`src/hw/mpu_reg_pkg.sv`:
```
`default_nettype none

package mpu_reg_pkg;

	// ========================================
	// interrupt controller word offsets
	// ========================================

	typedef enum logic [2:0] {
		PIC_CAUSE  = 3'd0,   // read only, highest pending source
		PIC_ENABLE = 3'd1,   // one enable bit per source
		PIC_EDGE   = 3'd2,   // set bit latches on a rising input
		PIC_CLEAR  = 3'd3,   // write a source number to drop its latch
		PIC_LEVEL  = 3'd4    // priority presented on irq
	} pic_reg_e;

	// ========================================
	// timer channel word offsets
	// ========================================

	// channel n occupies words 4n to 4n+3, last word of each is unused
	typedef enum logic [1:0] {
		PIT_LOAD  = 2'd0,    // reload value
		PIT_COUNT = 2'd1,    // read only current count
		PIT_CTRL  = 2'd2     // bit 0 enable, bits 2:1 mode
	} pit_reg_e;

	// counting behaviour once zero is reached
	typedef enum logic [1:0] {
		PIT_ONESHOT  = 2'd0, // stop and drop enable
		PIT_PERIODIC = 2'd1  // reload and keep going
	} pit_mode_e;

endpackage

`default_nettype wire

```
`src/hw/mpu_pic.sv`:
```
`timescale 1ns/1ns
`default_nettype none

module mpu_pic (
	input  wire         clk_i,
	input  wire         rst_n_i,
	input  wire         cyc_i,
	input  wire         stb_i,
	input  wire         we_i,
	input  wire  [2:0]  adr_i,    // word offset
	input  wire  [31:0] dat_i,
	input  wire  [31:0] src_i,    // source 0 is never used
	output logic [31:0] dat_o,
	output logic        ack_o,
	output logic [2:0]  irq_o,    // programmed level while anything is pending
	output logic [6:0]  cause_o   // highest enabled pending source
);

	logic [31:0]           enable_q;
	logic [31:0]           edge_q;    // 1 latched, 0 level
	logic [31:0]           latch_q;
	logic [31:0]           src_d;     // last clock's inputs for edge detect
	logic [2:0]            level_q;

	logic                  req;
	mpu_reg_pkg::pic_reg_e rsel;
	logic [31:0]           rise;
	logic [31:0]           pending;
	logic [31:0]           active;    // pending and enabled
	logic [31:0]           clr_mask;
	logic [4:0]            top_src;

	assign req  = cyc_i & stb_i & ~ack_o;
	assign rsel = mpu_reg_pkg::pic_reg_e'(adr_i);
	assign rise = src_i & ~src_d;

	// edge sources come from the latch, level sources straight from the pin
	assign pending = (edge_q & latch_q) | (~edge_q & src_i);
	assign active  = pending & enable_q & 32'hFFFF_FFFE;

	// ========================================
	// clear decode and priority encoder
	// ========================================

	always_comb begin
		clr_mask = '0;
		if (req && we_i && rsel == mpu_reg_pkg::PIC_CLEAR)
			clr_mask[dat_i[4:0]] = 1'b1;   // one latch per write
	end

	always_comb begin
		top_src = '0;
		for (int i = 1; i < 32; i++)
			if (active[i])
				top_src = 5'(i);   // later index overrides, so highest wins
	end

	// ========================================
	// registers
	// ========================================

	always_ff @(posedge clk_i or negedge rst_n_i) begin
		if (!rst_n_i) begin
			ack_o    <= 1'b0;
			enable_q <= '0;
			edge_q   <= '0;
			latch_q  <= '0;
			src_d    <= '0;
			level_q  <= '0;
			irq_o    <= '0;
			cause_o  <= '0;
		end else begin
			ack_o <= req;
			src_d <= src_i;
			// a new rise beats a clear in the same clock
			latch_q <= ((latch_q & ~clr_mask) | rise) & edge_q;
			irq_o   <= (|active) ? level_q : 3'd0;
			cause_o <= {2'd0, top_src};
			if (req && we_i) begin
				case (rsel)
				mpu_reg_pkg::PIC_ENABLE: enable_q <= dat_i;
				mpu_reg_pkg::PIC_EDGE:   edge_q   <= dat_i;
				mpu_reg_pkg::PIC_LEVEL:  level_q  <= dat_i[2:0];
				default: ;   // cause is read only, clear handled above
				endcase
			end
		end
	end

	// read data
	always_ff @(posedge clk_i) begin
		if (req) begin
			case (rsel)
			mpu_reg_pkg::PIC_CAUSE:  dat_o <= {25'd0, cause_o};
			mpu_reg_pkg::PIC_ENABLE: dat_o <= enable_q;
			mpu_reg_pkg::PIC_EDGE:   dat_o <= edge_q;
			mpu_reg_pkg::PIC_CLEAR:  dat_o <= latch_q;   // latched sources
			mpu_reg_pkg::PIC_LEVEL:  dat_o <= {29'd0, level_q};
			default:                 dat_o <= '0;
			endcase
		end
	end

endmodule

`default_nettype wire

```
`config.mk`:
```
export PLATFORM = sky130hd
export DESIGN_NAME = mpu_pic
export DESIGN_NICKNAME = d
export VERILOG_FILES = /design/src/hw/mpu_reg_pkg.sv /design/src/hw/mpu_pic.sv
export SDC_FILE = /design/constraint.sdc
export NUM_CORES = 1
export LEC_CHECK = 0
export BUFFER_PORTS_ARGS = -buffer_cell sky130_fd_sc_hd__buf_2
export CORE_MARGIN = 4
export CORE_UTILIZATION = 45
export DETAILED_ROUTE_END_ITERATION = 12
export GPL_TIMING_DRIVEN = 1
export MAX_ROUTING_LAYER = met4
export PLACE_DENSITY = 0.72
export SLEW_MARGIN = 5
export SYNTH_ARGS = -nofsm -noshare
export SYNTH_HDL_FRONTEND = slang
export SYNTH_SLANG_ARGS = --single-unit
```
`constraint.sdc`:
```
create_clock -name clk_i -period 3.2 [get_ports clk_i]
set_clock_uncertainty 0.05 [all_clocks]
set_input_delay 0.16 -clock clk_i [delete_from_list [all_inputs] [get_ports clk_i]]
set_output_delay 0.16 -clock clk_i [all_outputs]
set_load 0.03 [all_outputs]
```
==> impl_metrics.yaml <==
timing:
  fmax_ghz: 0.426
  tightest_slew_ps: 852
  finalHoldWorstSlack_ps: 38.0
  hold_viol: 0
  rsz0062_at_grt: "false"
  setup_tns_ps: 0
  period_share_pct: 73.4
  final-max-slew-violation-count: 0
  setup_viol_count_final: 0
  setup_ws_ps: 851
  period_minus_slack_ps: 2350
  slew_headroom_pct: 43.2
critical_path:
  critPathMaxFanout: 4
  worstSetupPathType: "flop to flop"
  worstRegToRegCells: 6
  worstSetupStartpointType: "flop"
  crit_required_ps: 3460
  worst-endpoint-arrival_ps: 2610
  crit_path_end_kind: "flop"
cts:
  cts_root_buf: "clkbuf_16"
  tritoncts: "built"
  clock_sinks: 172
  h-tree-depth: 4
  cts_buffers: 17
  ctsResizeCount: 0
  insertion_delay_ps: 440
  path_clk_slew_ps: 70
  post_cts_buffers: 0
  clk_path_buf_depth: 2
floorplan:
  die_w_um: 139
  die_h_um: 139
  coreArea_sq_um: 16800
  rows: 47
  ioPinCount: 115
  die_area_sq_um: 19400
  initial_core_util_pct: 46.3
layout:
  final_util_pct: 58.4
  drive_above_1_share_pct: 33.3
  nets: 881
  regArea_sq_um: 4460
  area_growth_pct: 26.2
  num_antenna_cells: 0
  num-fill-cells: 1362
  fin_area_sq_um: 9790
  multiInputGateArea_sq_um: 3160
  stdcell_count: 1042
place:
  port_buffers: 112
  place_congestion: 0.920
  placed_cells: 944
  dp.final_hpwl_mm: 13.9
  post_dp_cell_area_sq_um: 8590
  place_ws_ps: 858
route:
  via_per_inst: 5.64
  wl_per_cell_um: 19.9
  vias: 5874
  drt_wl_total_mm: 20.7
  antenna_left: 0
  dr.pass1.iters: 5
  drt-initial-drc-count: 465
  drc: 0
yosys:
  ys_warn_count: 0
  synth.top_cells.by_area: "dfrtp_1 45%, mux2_2 15%, edfxtp_1 12%, o21ai_0 3.4%, a21boi_0 3.1%"
  mappedNetlistArea_sq_um: 7760
  synth_edf_count: 32
  yosysTopAreaCellShare_pct: 45.2
  synth_cell_types: 47
  syn-mean-instance-area_sq_um: 12.4
  ys_async_sr_fraction_pct: 81.4
  synth_top_area_cell: "dfrtp_1"
  ys_seq_area_share_pct: 57.6
  ys_ff_latch: 172
  synth-main-ff-cell: "dfrtp_1"
  netlist_instances: 628
global_route:
  grt_usage_pct: 22.3
  grt_overflow_total: 0
  grt_max_degree: 83
  first_global_vias: 5904
  grt_pass1_wl_mm: 32.8
  antenna_found_initial: 0
power:
  p_per_area_nw_per_um2: 592
  p_total_mw: 5.80
  peakVddDrop_mv: 0.437
  p_leak_nw: 4.24
flow_run:
  cap_violations: 0
min_path:
  holdPathStages: 2
  min_path_type: "input port to flop"
outcome:
  outcome: "finished clean"
-- routing by layer --
layer,vias up,GRT usage [%],wire (um)
li1,2645,-,-
met1,2983,29.4,8980
met2,211,35.1,10300
met3,35,4.63,1120
met4,0,6.69,363
met5,-,-,0
-- timing repair --
action | 4_1_cts | 5_1_grt
hold buffers | 66 | 0
setup endpoints to repair | 0 | 0
hold endpoints to repair | 206 | 0
-- synth_stat cells (2+ instances only) --
cell type  count
a32oi_1        2
nand2b_1      37
o22ai_1        3
mux4_2         3
a21boi_0      32
o2111ai_1      3
nor2_1        38
buf_2          7
buf_1          4
buf_4          2
mux2i_1       10
mux2_2       101
dfrtp_1      140
nand2_1       47
mux2_4         4
o211ai_1       4
nand4_1        4
clkbuf_1      14
nor2b_1       10
edfxtp_1      32
o21ai_0       53
and2_1         2
a22oi_1       31
a22oi_2        3
a211oi_1       3
a31oi_1        3
nand3_1        5
a21oi_1        4
inv_1          9
-- report_power, final --
group	switching (mW)	internal [mW]	total (mW)	leakage, nW
Combinational	0.607	0.542	1.15	1.90
Clock	0.904	1.00	1.90	0.261
Sequential	0.233	2.51	2.74	2.08
Total	1.74	4.05	5.80	4.24
-- layout make-up --
class | instances | area share [%]
well taps | 220 | 2.81
flip-flops and latches | 172 | 45.6
clock inverters | 15 | 1.15
clock buffers | 17 | 4.35
multi-input cells | 420 | 32.3
repair buffers | 188 | 13.4
inverters | 10 | 0.383
-- worst max-delay path, cell delays in order, from the launching register on --
cell       delay, ps
dfrtp_1          400
mux2i_1          310
a2bb2oi_1        360
nand4_1          170
or4_4            470
nor4_4           370
nor2b_1          100
-- registers in the layout (all words and copies together), names as in the netlist --
| name | count |
|---|---|
| dat_o | 32 |
| edge_q | 32 |
| enable_q | 32 |
| latch_q | 32 |
| src_d | 32 |
| cause_o | 5 |
| irq_o | 3 |
| level_q | 3 |
| ack_o | 1 |
-- cells in the final DEF, fill, tap and decap left out, types with 5 or more instances in the layout --
master,instances
dfrtp_1,140
buf_2,111
mux2i_1,10
o21ai_0,53
a21boi_0,32
nand2_1,47
nor2b_1,9
buf_4,9
a22oi_1,31
inv_6,6
dlygate4sd3_1,66
nand3_1,5
nor2_1,36
clkbuf_16,17
inv_1,9
mux2_2,101
nand2b_1,37
edfxtp_1,32
-- logic make-up after synthesis --
group           share of synthesized area (%)
compound gates                           13.1
buf+inv                                  2.00
flops                                    57.6
mux                                      17.6
other cells                            0.0483
simple gates                             9.73
-- worst paths after layout --
check / start / to / slack (ps)
worst max-delay path: edge_q[19]$_DFFE_PN0P_ / irq_o[0]$_DFF_PN0_ / 850
worst min-delay path: dat_i[4] / edge_q[4]$_DFFE_PN0P_ / 40
worst max register to register: edge_q[19]$_DFFE_PN0P_ / irq_o[0]$_DFF_PN0_ / 850
worst min register to register: src_d[20]$_DFF_PN0_ / latch_q[20]$_DFF_PN0_ / 460
max in group asynchronous: rst_n_i / edge_q[31]$_DFFE_PN0P_ / 1870
min in group asynchronous: rst_n_i / enable_q[29]$_DFFE_PN0P_ / 280
No activity file was read; power rests on OpenSTA's default activity.
