--- config.mk ---
export PLATFORM = sky130hd
export DESIGN_NAME = mpu_pit
export DESIGN_NICKNAME = d
export VERILOG_FILES = /design/src/hw/mpu_reg_pkg.sv /design/src/hw/mpu_pit.sv
export SDC_FILE = /design/constraint.sdc
export NUM_CORES = 1
export LEC_CHECK = 0
export ABC_CLOCK_PERIOD_IN_PS = 2850
export BUFFER_PORTS_ARGS = -buffer_cell sky130_fd_sc_hd__buf_2
export CORE_MARGIN = 2
export CORE_UTILIZATION = 55
export DETAILED_ROUTE_END_ITERATION = 10
export GPL_TIMING_DRIVEN = 0
export HOLD_SLACK_MARGIN = 0.06
export PLACE_DENSITY = 0.81
export SYNTH_ARGS = -nofsm -noshare
export SYNTH_HDL_FRONTEND = slang
export SYNTH_SLANG_ARGS = --single-unit
--- constraint.sdc ---
create_clock -name clk_i -period 2.85 [get_ports clk_i]
set_input_delay 0 -clock clk_i [delete_from_list [all_inputs] [get_ports clk_i]]
set_output_delay 0 -clock clk_i [all_outputs]
set_load 0.01 [all_outputs]
--- src/hw/mpu_reg_pkg.sv ---
`default_nettype none

package mpu_reg_pkg;

	// ========================================
	// interrupt controller word offsets
	// ========================================

	typedef enum logic [2:0] {
		PIC_CAUSE  = 3'd0,   // read only, highest pending source
		PIC_ENABLE = 3'd1,   // one enable bit per source
		PIC_EDGE   = 3'd2,   // set bit latches on a rising input
		PIC_CLEAR  = 3'd3,   // write a source number to drop its latch
		PIC_LEVEL  = 3'd4    // priority presented on irq
	} pic_reg_e;

	// ========================================
	// timer channel word offsets
	// ========================================

	// channel n occupies words 4n to 4n+3, last word of each is unused
	typedef enum logic [1:0] {
		PIT_LOAD  = 2'd0,    // reload value
		PIT_COUNT = 2'd1,    // read only current count
		PIT_CTRL  = 2'd2     // bit 0 enable, bits 2:1 mode
	} pit_reg_e;

	// counting behaviour once zero is reached
	typedef enum logic [1:0] {
		PIT_ONESHOT  = 2'd0, // stop and drop enable
		PIT_PERIODIC = 2'd1  // reload and keep going
	} pit_mode_e;

endpackage

`default_nettype wire

--- src/hw/mpu_pit.sv ---
`timescale 1ns/1ns
`default_nettype none

module mpu_pit (
	input  wire         clk_i,
	input  wire         rst_n_i,
	input  wire         cyc_i,
	input  wire         stb_i,
	input  wire         we_i,
	input  wire  [3:0]  sel_i,
	input  wire  [3:0]  adr_i,    // word index, channel in [3:2]
	input  wire  [31:0] dat_i,
	output logic [31:0] dat_o,
	output logic        ack_o,
	output logic [2:0]  out_o     // one clock pulse per channel at zero
);

	logic [31:0]            load_q  [3];
	logic [31:0]            count_q [3];
	logic [2:0]             en_q;
	mpu_reg_pkg::pit_mode_e mode_q  [3];

	logic                   req;      // first clock of an access
	logic [1:0]             ch;
	logic                   ch_ok;    // channel 3 does not exist
	mpu_reg_pkg::pit_reg_e  rsel;

	assign req   = cyc_i & stb_i & ~ack_o;   // no second ack on a held strobe
	assign ch    = adr_i[3:2];
	assign ch_ok = (ch != 2'd3);
	assign rsel  = mpu_reg_pkg::pit_reg_e'(adr_i[1:0]);

	// ========================================
	// bus handshake
	// ========================================

	always_ff @(posedge clk_i or negedge rst_n_i) begin
		if (!rst_n_i)
			ack_o <= 1'b0;
		else
			ack_o <= req;
	end

	// ========================================
	// counters and register writes
	// ========================================

	always_ff @(posedge clk_i or negedge rst_n_i) begin
		if (!rst_n_i) begin
			for (int i = 0; i < 3; i++) begin
				load_q[i]  <= '0;
				count_q[i] <= '0;
				mode_q[i]  <= mpu_reg_pkg::PIT_ONESHOT;
			end
			en_q  <= '0;
			out_o <= '0;
		end else begin
			for (int i = 0; i < 3; i++) begin
				out_o[i] <= 1'b0;
				if (en_q[i]) begin
					// a count of 1 steps to zero now, 0 only after a zero load
					if (count_q[i] <= 32'd1) begin
						out_o[i] <= 1'b1;
						if (mode_q[i] == mpu_reg_pkg::PIT_PERIODIC) begin
							count_q[i] <= load_q[i];   // next period
						end else begin
							count_q[i] <= '0;          // hold at zero
							en_q[i]    <= 1'b0;
						end
					end else begin
						count_q[i] <= count_q[i] - 32'd1;
					end
				end
			end

			// bus writes come last so they win over counting
			if (req && we_i && ch_ok) begin
				case (rsel)
				mpu_reg_pkg::PIT_LOAD: begin
					for (int b = 0; b < 4; b++)
						if (sel_i[b])
							load_q[ch][8*b +: 8] <= dat_i[8*b +: 8];
				end
				mpu_reg_pkg::PIT_CTRL: begin
					if (sel_i[0]) begin
						en_q[ch]   <= dat_i[0];
						mode_q[ch] <= mpu_reg_pkg::pit_mode_e'(dat_i[2:1]);
						if (dat_i[0])
							count_q[ch] <= load_q[ch];   // start from reload value
					end
				end
				default: ;   // count is read only
				endcase
			end
		end
	end

	// read data, captured with the ack
	always_ff @(posedge clk_i) begin
		if (req) begin
			dat_o <= '0;
			if (ch_ok) begin
				case (rsel)
				mpu_reg_pkg::PIT_LOAD:  dat_o <= load_q[ch];
				mpu_reg_pkg::PIT_COUNT: dat_o <= count_q[ch];
				mpu_reg_pkg::PIT_CTRL:  dat_o <= {29'd0, mode_q[ch], en_q[ch]};
				default: ;
				endcase
			end
		end
	end

endmodule

`default_nettype wire

==> results of run 1 <==
==> per-layer routing <==
metal	vias to the layer above	wire length [µm]	track usage (%)	share of wire (%)
met2	998	25200	65.2	44
li1	5916	-	-	-
met1	6846	22100	58.6	38
met4	0	2410	14.7	4.2
met5	-	0	0	0
met3	170	8010	12.4	14
==> what timing repair did <==
action / 4_1_cts / 5_1_grt
endpoints found under the hold margin: 235 / 0
endpoints found under the setup margin: 133 / 173
buffers inserted: 13 / 7
cloned: 1 / 0
hold buffers: 37 / 0
gates resized for setup: 23 / 52
pin swaps: 5 / 3
==> report_power, final <==
part | total (W) | switching, W | internal, W
combinational | 0.00431 | 0.00247 | 0.00185
clock | 0.00358 | 0.00147 | 0.00212
sequential | 0.00509 | 0.00103 | 0.00406
==> per-stage QoR <==
stage          utilization [%]  hold slack, ns
6_report                  66.2          0.0769
5_1_grt                   66.2           0.125
4_1_cts                   65.5          0.0904
3_5_place_dp              59.7         -0.0149
3_3_place_gp              59.4           0.259
2_1_floorplan                -          -0.296
==> path summary, 6_finish.rpt <==
check | from | endpoint | slack, ns | cells past startpoint
min reg2reg | load_q[76]$_DFFE_PN0P_ | count_q[76]$_DFF_PN0_ | 0.51 | 1
min | sel_i[1] | load_q[9]$_DFFE_PN0P_ | 0.08 | 3
max | adr_i[3] | count_q[50]$_DFF_PN0_ | -0.001 | 7
min in group asynchronous | rst_n_i | load_q[8]$_DFFE_PN0P_ | 0.55 | 4
max in group asynchronous | rst_n_i | count_q[52]$_DFF_PN0_ | 1.56 | 5
max reg2reg | ack_o$_DFF_PN0_ | load_q[36]$_DFFE_PN0P_ | 0.04 | 5
==> final cells by class <==
type                    count  area share [%]
repair inverters            1          0.0300
flip-flops and latches    237            36.5
well taps                 330            2.47
multi-input cells        1165            46.7
plain buffers              99            2.64
clock inverters             7           0.547
inverters                  13           0.315
repair buffers            138            6.00
clock buffers              40            4.82
==> registers in the layout (all words and copies together), names as in the netlist <==
| register | flops |
|---|---|
| count_q | 96 |
| mode_q | 6 |
| en_q | 3 |
| out_o | 3 |
| ack_o | 1 |
| load_q | 96 |
| dat_o | 32 |
==> synthesized netlist by cell type (8+ instances only) <==
cell type	count
nor3_1	44
nor2_1	123
nor3b_1	24
buf_2	9
clkbuf_1	84
a31oi_1	28
nor4_1	23
mux2_2	99
o211ai_1	45
a21o_1	10
a211oi_1	22
edfxtp_1	32
mux2i_1	69
dfrtp_1	205
nand3b_1	13
or3_1	43
and2_1	9
xor2_1	27
or4_1	19
o21ai_0	139
nand2_1	138
xnor2_1	43
and3_1	27
a221oi_1	14
nand3_1	26
nor2b_1	8
nand2b_1	13
a21oi_1	88
inv_1	13
==> critical path, cell delays in order <==
cell and delay, ns:
buf_2 0.14, buf_1 0.64, clkbuf_1 0.88, mux2i_1 0.18, o21ai_0 0.96, o21ai_0 0.24, a211oi_1 0.24
==> cells by family after synthesis <==
| family | Yosys count |
|---|---|
| simple gates | 542 |
| compound gates | 379 |
| flops | 237 |
| mux | 168 |
| buf+inv | 116 |
| xor+xnor | 70 |
| fa+ha+maj | 6 |
==> flow_metrics.py, run 1 <==
metrics = {
    "cells_and_area": {
        "nets": 1732,
        "mostFrequentLayoutCells": "dfrtp_1, o21ai_0, nand2_1",
        "layout-drive-gt1-share_pct": 19.1,
        "fill_cells": 2121,
        "syn_to_final_growth_pct": 17.7,
        "insertedDiodeCount": 0,
        "stdcell_count": 2030,
        "final_area_um2": 16700,
        "layout_commonest_cell": "dfrtp_1",
        "multiInputGateArea_um2": 7790,
        "ff_latch_area_um2": 6100,
    },
    "sta": {
        "report.final.slew_viol_count": 0,
        "fin_worst_skew_ns": 0.0168,
        "fin_tns_setup_ns": -0.00129,
        "max_freq_mhz": 351,
        "hold_viol_final": 0,
        "setup_viol": 1,
        "fin_ws_ns": -0.00129,
        "maxSlewHeadroom_pct": 19.4,
        "post-route-period-util_pct": 100,
        "rsz0062_at_grt": "yes",
        "period_minus_slack_ns": 2.85,
        "worstMarginPinSlew_ns": 1.20,
    },
    "placement": {
        "place_hpwl_um": 42500,
        "gp_congestion": 1.03,
        "pre_cts_ws_ns": -1.18,
        "portBuffers": 79,
        "dp_cells": 1929,
        "place_area_um2": 15100,
    },
    "grt": {
        "grt_max_degree": 76,
        "grt_pass1_wl_um": 84800,
        "grt_antenna_before_repair": 1,
        "grt_pass1_vias": 13100,
        "grt-ovfl-total": 0,
        "grt_usage_pct": 42.8,
    },
    "die": {
        "fp.dieW_um": 165,
        "rows": 58,
        "boundaryPins": 81,
        "start_util_pct": 56.2,
        "die-height_um": 165,
        "die_area_um2": 27100,
        "core_um2": 25300,
    },
    "route": {
        "ant_nets": 0,
        "firstDrtPassIters": 8,
        "viasPerCell": 6.86,
        "finalWirelength_um": 57700,
        "drc": 0,
        "vias": 13900,
        "wl_per_cell_um": 28.4,
        "drtIter0Drc": 1913,
    },
    "clocking": {
        "cts_max_path_buffers": 3,
        "insertion_delay_ns": 0.55,
        "cts_tree": "yes",
        "htreeDepth": 1,
        "clock-sinks": 237,
        "cts_root_buf": "clkbuf_16",
        "cts_buffers": 26,
        "clkTransAtPathRegs_ns": 0.06,
    },
    "synth": {
        "synth_edf_count": 32,
        "synth_xor_area_share_pct": 4.32,
        "synth_flop_cell": "dfrtp_1",
        "synth_top_family_by_area": "simple AND/OR/NAND/NOR gates",
        "synth-adder-area-share_pct": 0.529,
        "yosysUniqueCellTypes": 66,
        "syn-num-nets": 1569,
        "yosysSeqAreaShare_pct": 42.9,
        "syn_area_per_cell_um2": 9.35,
        "synthArstFlopShare_pct": 86.5,
        "synth_compound_area_share_pct": 16.1,
        "synth_area_leaders": "dfrtp_1, mux2_2, edfxtp_1, o21ai_0, mux2i_1",
        "ys_seq_elements": 237,
        "synthMuxAreaShare_pct": 12.7,
        "synth_top_area_cell": "dfrtp_1",
        "synth_top_area_share_pct": 36.1,
        "synthCells": 1518,
        "ys_warn_count": 0,
        "syn-cell-area_um2": 14200,
        "synth_simple_gate_area_share_pct": 20.1,
    },
    "pwr": {
        "ir_worst_vdd_mv": 0.595,
        "cellLeakagePower_nw": 7.21,
        "fin_total_pwr_w": 0.0130,
        "power_density_nw_per_um2": 778,
    },
    "worst_setup_path": {
        "critPathCaptureType": "register",
        "setup.worst_path.class": "in2reg",
        "worstSetupStartpointType": "primary input",
        "crit_path_max_fanout": 10,
        "worstPathRequired_ns": 3.29,
        "cp.arrival_ns": 3.29,
    },
    "hold_path": {
        "hold_class": "in2reg",
    },
    "status": {
        "status": "finished, violations left",
        "violations": "setup timing",
    },
    "run": {
        "cap_violations": 0,
    },
}
No activity file was read; power rests on OpenSTA's default activity.
==> run 2: changes to the inputs <==
--- a/config.mk
+++ b/config.mk
@@ -5,13 +5,16 @@
 export SDC_FILE = /design/constraint.sdc
 export NUM_CORES = 1
 export LEC_CHECK = 0
+export ABC_AREA = 0
 export ABC_CLOCK_PERIOD_IN_PS = 2850
 export BUFFER_PORTS_ARGS = -buffer_cell sky130_fd_sc_hd__buf_2
+export CAP_MARGIN = 30
 export CORE_MARGIN = 2
 export CORE_UTILIZATION = 55
 export DETAILED_ROUTE_END_ITERATION = 10
 export GPL_TIMING_DRIVEN = 0
 export HOLD_SLACK_MARGIN = 0.06
+export MAX_ROUTING_LAYER = met4
 export PLACE_DENSITY = 0.81
 export SYNTH_ARGS = -nofsm -noshare
 export SYNTH_HDL_FRONTEND = slang
==> run 2 against run 1 <==
The run now ends clean. Global-route usage is 2.4 points higher. Via count up 0.19%. Highest routed layer unchanged. Combinational power about the same. Non-clock buffer count stayed put. Cell count is 0.15% higher. Utilization hardly changed.
==> flow_metrics.py, run 2 (synthesized netlist as in run 1, its figures left out) <==
metrics = {
    "placement": {
        "dp_cells": 1934,
        "place_hpwl_um": 43200,
        "gp_congestion": 1.04,
        "pre_cts_ws_ns": -0.752,
        "portBuffers": 79,
    },
    "grt": {
        "grtUsageMet3_pct": 12.7,
        "grt_antenna_before_repair": 1,
        "grt_max_degree": 117,
        "grt_usage_pct": 45.2,
        "grt_pass1_wl_um": 86000,
        "use_met1_pct": 59.6,
        "grt-busiest-layer": "met2",
        "grt_util_met2_pct": 67.4,
        "grt-ovfl-total": 0,
        "grt_pass1_vias": 13300,
    },
    "route": {
        "firstDrtPassIters": 8,
        "vias": 14000,
        "ant_nets": 0,
        "finalWirelength_um": 59200,
        "wl_per_cell_um": 29.1,
        "drc": 0,
        "viasPerCell": 6.86,
        "drtIter0Drc": 1881,
    },
    "hold_path": {
        "hold_class": "in2async",
    },
    "cells_and_area": {
        "layout_commonest_cell": "dfrtp_1",
        "insertedDiodeCount": 0,
        "layout-drive-gt1-share_pct": 19.0,
        "syn_to_final_growth_pct": 17.7,
        "reg_top3": "count_q: 96 flops, load_q: 96 flops, dat_o: 32 flops",
        "fill_cells": 2052,
        "mostFrequentLayoutCells": "dfrtp_1, o21ai_0, nand2_1",
        "stdcell_count": 2033,
        "nets": 1733,
    },
    "worst_setup_path": {
        "worstSetupStartpointType": "register",
        "crit_slowest_cell": "or4_4",
        "critPathCaptureType": "register",
        "cp_cell_sequence": "or4_4 > or4_4 > buf_6 > nor3_4 > nor2_1 > clkbuf_2 > a221oi_1",
        "critPathTopFamily": "simple AND/OR/NAND/NOR gates",
        "worstPathRequired_ns": 3.30,
        "cp.arrival_ns": 3.25,
        "crit_path_max_fanout": 10,
        "critical_path_buf_inv_count": 2,
        "setup.worst_path.class": "reg2reg",
        "cp_common_cell": "or4_4",
        "critPathMaxStageDelay_ns": 0.56,
    },
    "clocking": {
        "clkTransAtPathRegs_ns": 0.06,
        "cts_root_buf": "clkbuf_16",
        "cts_tree": "yes",
        "htreeDepth": 1,
        "clock-sinks": 237,
        "cts_max_path_buffers": 3,
        "insertion_delay_ns": 0.57,
        "cts_buffers": 28,
    },
    "die": {
        "boundaryPins": 81,
        "rows": 58,
        "die-height_um": 165,
        "fp.dieW_um": 165,
        "die_area_um2": 27100,
        "start_util_pct": 56.2,
        "core_um2": 25300,
    },
    "sta": {
        "maxSlewHeadroom_pct": 23.7,
        "fin_tns_setup_ns": 0,
        "worstMarginPinSlew_ns": 1.13,
        "max_freq_mhz": 357,
        "report.final.slew_viol_count": 0,
        "period_minus_slack_ns": 2.80,
        "fin_ws_ns": 0.0453,
        "setup_viol": 0,
        "post-route-period-util_pct": 98.4,
        "fin_worst_skew_ns": 0.0254,
        "hold_viol_final": 0,
    },
    "pwr": {
        "cellLeakagePower_nw": 7.22,
        "power_density_nw_per_um2": 790,
        "ir_worst_vdd_mv": 0.537,
    },
    "run": {
        "cap_violations": 0,
    },
    "status": {
        "status": "completed",
    },
}
run 2: cell count changes in the layout (fill, tap and decap cells not counted), sizes merged:
cell and change:
clkbuf +5, clkinv +3, dlygate4sd3 -2, buf -1, clkdlybuf4s15 -1, clkinvlp -1
run 2: per-stage QoR:
step | power (W) | hold WS (ns) | util [%] | area [µm²]
floorplan | 0.00758 | -0.296 | - | 14200
detailed placement | 0.00893 | 0.0518 | 59.8 | 15100
global route | 0.0137 | 0.119 | 66.1 | 16700
finish | 0.0132 | 0.0243 | 66.1 | 16700
global placement | 0.00883 | 0.261 | 59.4 | 15000
CTS | 0.0128 | 0.0766 | 65.5 | 16500
run 2: layer usage:
metal  vias up  wire, µm
li1       5926         -
met2      1014     26100
met1      6843     22600
met5         -         0
met3       173      8100
met4         0      2370
run 2: area by class of cell:
cell class / count / area (µm²) / area share, %
clock buffers: 41 / 841 / 5.03
inverters: 13 / 52.6 / 0.315
well taps: 330 / 413 / 2.47
clock inverters: 10 / 116 / 0.697
repair buffers: 137 / 963 / 5.77
multi-input cells: 1165 / 7770 / 46.5
plain buffers: 100 / 447 / 2.67
flip-flops and latches: 237 / 6100 / 36.5
run 2: what timing repair did:
action                     CTS  global route
pin swaps                    5             5
setup buffers                9             7
gates resized for setup     19            49
hold buffers                34             0
hold endpoints to repair   194             0
setup endpoints to repair   88           155
run 2: where the power goes:
part | leakage (nW) | internal (W) | total (W) | switching, W
Clock | 0.467 | 0.00222 | 0.00379 | 0.00157
Combinational | 3.76 | 0.00181 | 0.00429 | 0.00248
Sequential | 2.99 | 0.00405 | 0.00512 | 0.00106
run 2: final timing paths:
check | depth (start not counted) | slack, ns | startpoint | end
max | 7 | 0.05 | count_q[85]$_DFF_PN0_ | count_q[87]$_DFF_PN0_
min | 2 | 0.02 | rst_n_i | count_q[72]$_DFF_PN0_
max reg2reg | 7 | 0.05 | count_q[85]$_DFF_PN0_ | count_q[87]$_DFF_PN0_
min reg2reg | 1 | 0.53 | load_q[74]$_DFFE_PN0P_ | count_q[74]$_DFF_PN0_
max in group asynchronous | 3 | 1.71 | rst_n_i | count_q[17]$_DFF_PN0_
min in group clk_i | 3 | 0.09 | sel_i[0] | load_q[32]$_DFFE_PN0P_
==> run 3: changes to the inputs <==
--- a/config.mk
+++ b/config.mk
@@ -16,6 +16,7 @@
 export HOLD_SLACK_MARGIN = 0.06
 export MAX_ROUTING_LAYER = met4
 export PLACE_DENSITY = 0.81
+export SETUP_SLACK_MARGIN = 0.3
 export SYNTH_ARGS = -nofsm -noshare
 export SYNTH_HDL_FRONTEND = slang
 export SYNTH_SLANG_ARGS = --single-unit
==> run 3 against run 2 <==
Maximum frequency up 5.2%. Largest power group unchanged. Power grew 4.3%. Clock skew fell by 0.0050 ns.
==> flow_metrics.py, run 3 (synthesized netlist as in run 1, its figures left out) <==
metrics = {
    "status": {
        "status": "completed",
    },
    "worst_setup_path": {
        "cp.arrival_ns": 3.09,
        "critical_path_buf_inv_count": 1,
        "critPathTopFamily": "simple AND/OR/NAND/NOR gates",
        "crit_path_max_fanout": 8,
        "setup.worst_path.class": "reg2reg",
        "reg2reg_slack_ns": 0.18,
        "critPathMaxStageDelay_ns": 0.59,
        "worstPathRequired_ns": 3.28,
        "crit_slowest_cell": "or4_4",
        "critPathCaptureType": "register",
        "cp_cell_sequence": "or4_4 > or4_1 > or3_4 > or2_1 > buf_6 > a21oi_2 > a211oi_1",
        "worstSetupStartpointType": "register",
    },
    "pwr": {
        "ir_worst_vdd_mv": 0.912,
        "power_density_nw_per_um2": 782,
        "cellLeakagePower_nw": 7.60,
        "fin_total_pwr_w": 0.0138,
    },
    "sta": {
        "report.final.slew_viol_count": 0,
        "post-route-period-util_pct": 93.5,
        "maxSlewHeadroom_pct": 24.8,
        "setup_viol": 0,
        "fin_tns_setup_ns": 0,
        "fin_ws_ns": 0.184,
        "hold_viol_final": 0,
        "rsz0062_at_grt": "yes",
        "max_freq_mhz": 375,
        "fin_worst_skew_ns": 0.0204,
        "period_minus_slack_ns": 2.67,
        "worstMarginPinSlew_ns": 1.12,
    },
    "cells_and_area": {
        "reg_top3": "count_q: 96 flops, load_q: 96 flops, dat_o: 32 flops",
        "syn_to_final_growth_pct": 24.0,
        "nets": 1784,
        "layout_commonest_cell": "dfrtp_1",
        "fin_util_pct": 69.7,
        "layout-drive-gt1-share_pct": 26.3,
        "insertedDiodeCount": 0,
        "mostFrequentLayoutCells": "dfrtp_1, nand2_1, nor2_1",
    },
    "route": {
        "drc": 0,
        "wl_per_cell_um": 28.5,
        "firstDrtPassIters": 6,
        "finalWirelength_um": 59400,
        "vias": 14200,
        "drtIter0Drc": 1819,
        "viasPerCell": 6.83,
        "ant_nets": 0,
    },
    "die": {
        "fp.dieW_um": 165,
        "die-height_um": 165,
        "boundaryPins": 81,
        "core_um2": 25300,
        "start_util_pct": 56.2,
        "rows": 58,
        "die_area_um2": 27100,
    },
    "placement": {
        "place_hpwl_um": 43000,
        "gp_congestion": 1.08,
        "portBuffers": 79,
        "pre_cts_ws_ns": -0.663,
    },
    "grt": {
        "grt_max_degree": 112,
        "grt_pass1_vias": 13500,
        "grt_pass1_wl_um": 86600,
        "grt-ovfl-total": 0,
        "grt_usage_pct": 45.1,
        "grt_antenna_before_repair": 0,
    },
    "clocking": {
        "cts_root_buf": "clkbuf_16",
        "insertion_delay_ns": 0.56,
        "cts_max_path_buffers": 3,
        "cts_buffers": 27,
        "htreeDepth": 1,
        "cts_tree": "yes",
        "clock-sinks": 237,
        "clkTransAtPathRegs_ns": 0.06,
    },
    "run": {
        "cap_violations": 0,
    },
    "hold_path": {
        "hold_class": "in2async",
    },
}
## run 3: cell count changes in the layout (fill, tap and decap cells not counted), moves of 8 or more
| cell | before | now |
|---|---|---|
| a21oi_1 | 87 | 77 |
| a21oi_2 | 2 | 12 |
| buf_4 | 21 | 50 |
| buf_6 | 4 | 16 |
| clkbuf_1 | 72 | 60 |
| dfrtp_1 | 200 | 185 |
| dfrtp_2 | 5 | 20 |
| nand2_1 | 135 | 119 |
| nand2_2 | 3 | 16 |
| o21ai_0 | 139 | 113 |
| o21ai_1 | 2 | 26 |
| or4_1 | 15 | 7 |
| or4_4 | 8 | 16 |
## run 3: area by class of cell
type	instances	area, µm²
Buffer	103	563
Clock buffer	34	773
Clock inverter	16	196
Fill cell	1970	7640
Inverter	13	52.6
Multi-Input combinational cell	1165	8060
Sequential cell	237	6120
Tap cell	330	413
Timing Repair Buffer	185	1430
Timing Repair inverter	1	5.00
## run 3: worst reg2reg max path, cell delays in order, from the launching register on
cell and delay, ns:
dfrtp_2 0.43, or4_4 0.59, or4_1 0.53, or3_4 0.40
or2_1 0.23, buf_6 0.16, a21oi_2 0.12, a211oi_1 0.08
## run 3: final timing paths
kind	cells past startpoint	end	from
max	7	count_q[90]$_DFF_PN0_	count_q[67]$_DFF_PN0_
max reg2reg	7	count_q[90]$_DFF_PN0_	count_q[67]$_DFF_PN0_
max in group asynchronous	3	count_q[48]$_DFF_PN0_	rst_n_i
min	2	load_q[72]$_DFFE_PN0P_	rst_n_i
min in group clk_i	4	en_q[2]$_DFF_PN0_	adr_i[3]
min reg2reg	1	count_q[76]$_DFF_PN0_	load_q[76]$_DFFE_PN0P_
## run 3: per-layer routing
layer	track usage (%)	share of wire [%]	vias to the layer above
met1	60.4	39	6962
met2	66.4	43	1026
met4	16.7	4.7	0
met5	-	0	-
met3	11.6	13	200
li1	-	-	6040
## run 3: repair_timing
| action | in CTS | in global routing |
|---|---|---|
| resized for setup | 113 | 109 |
| endpoints found under the hold margin | 199 | 32 |
| pin swaps | 19 | 35 |
| gates cloned | 2 | 2 |
| setup endpoints to repair | 177 | 212 |
| hold buffers | 35 | 3 |
| setup buffers | 33 | 24 |
## run 3: power breakdown
part | total (W) | switching, W | internal [W]
Combinational | 0.00488 | 0.00273 | 0.00214
Clock | 0.00382 | 0.00153 | 0.00229
Sequential | 0.00507 | 0.00100 | 0.00407
## run 3: stage by stage
stage	cells	hold WS [ns]	area [µm²]
5_1_grt	2084	0.134	17600
3_3_place_gp	1927	0.259	15000
2_1_floorplan	1518	-0.296	14200
6_report	2084	0.0319	17600
3_5_place_dp	1934	0.0541	15100
4_1_cts	2054	0.0687	17100
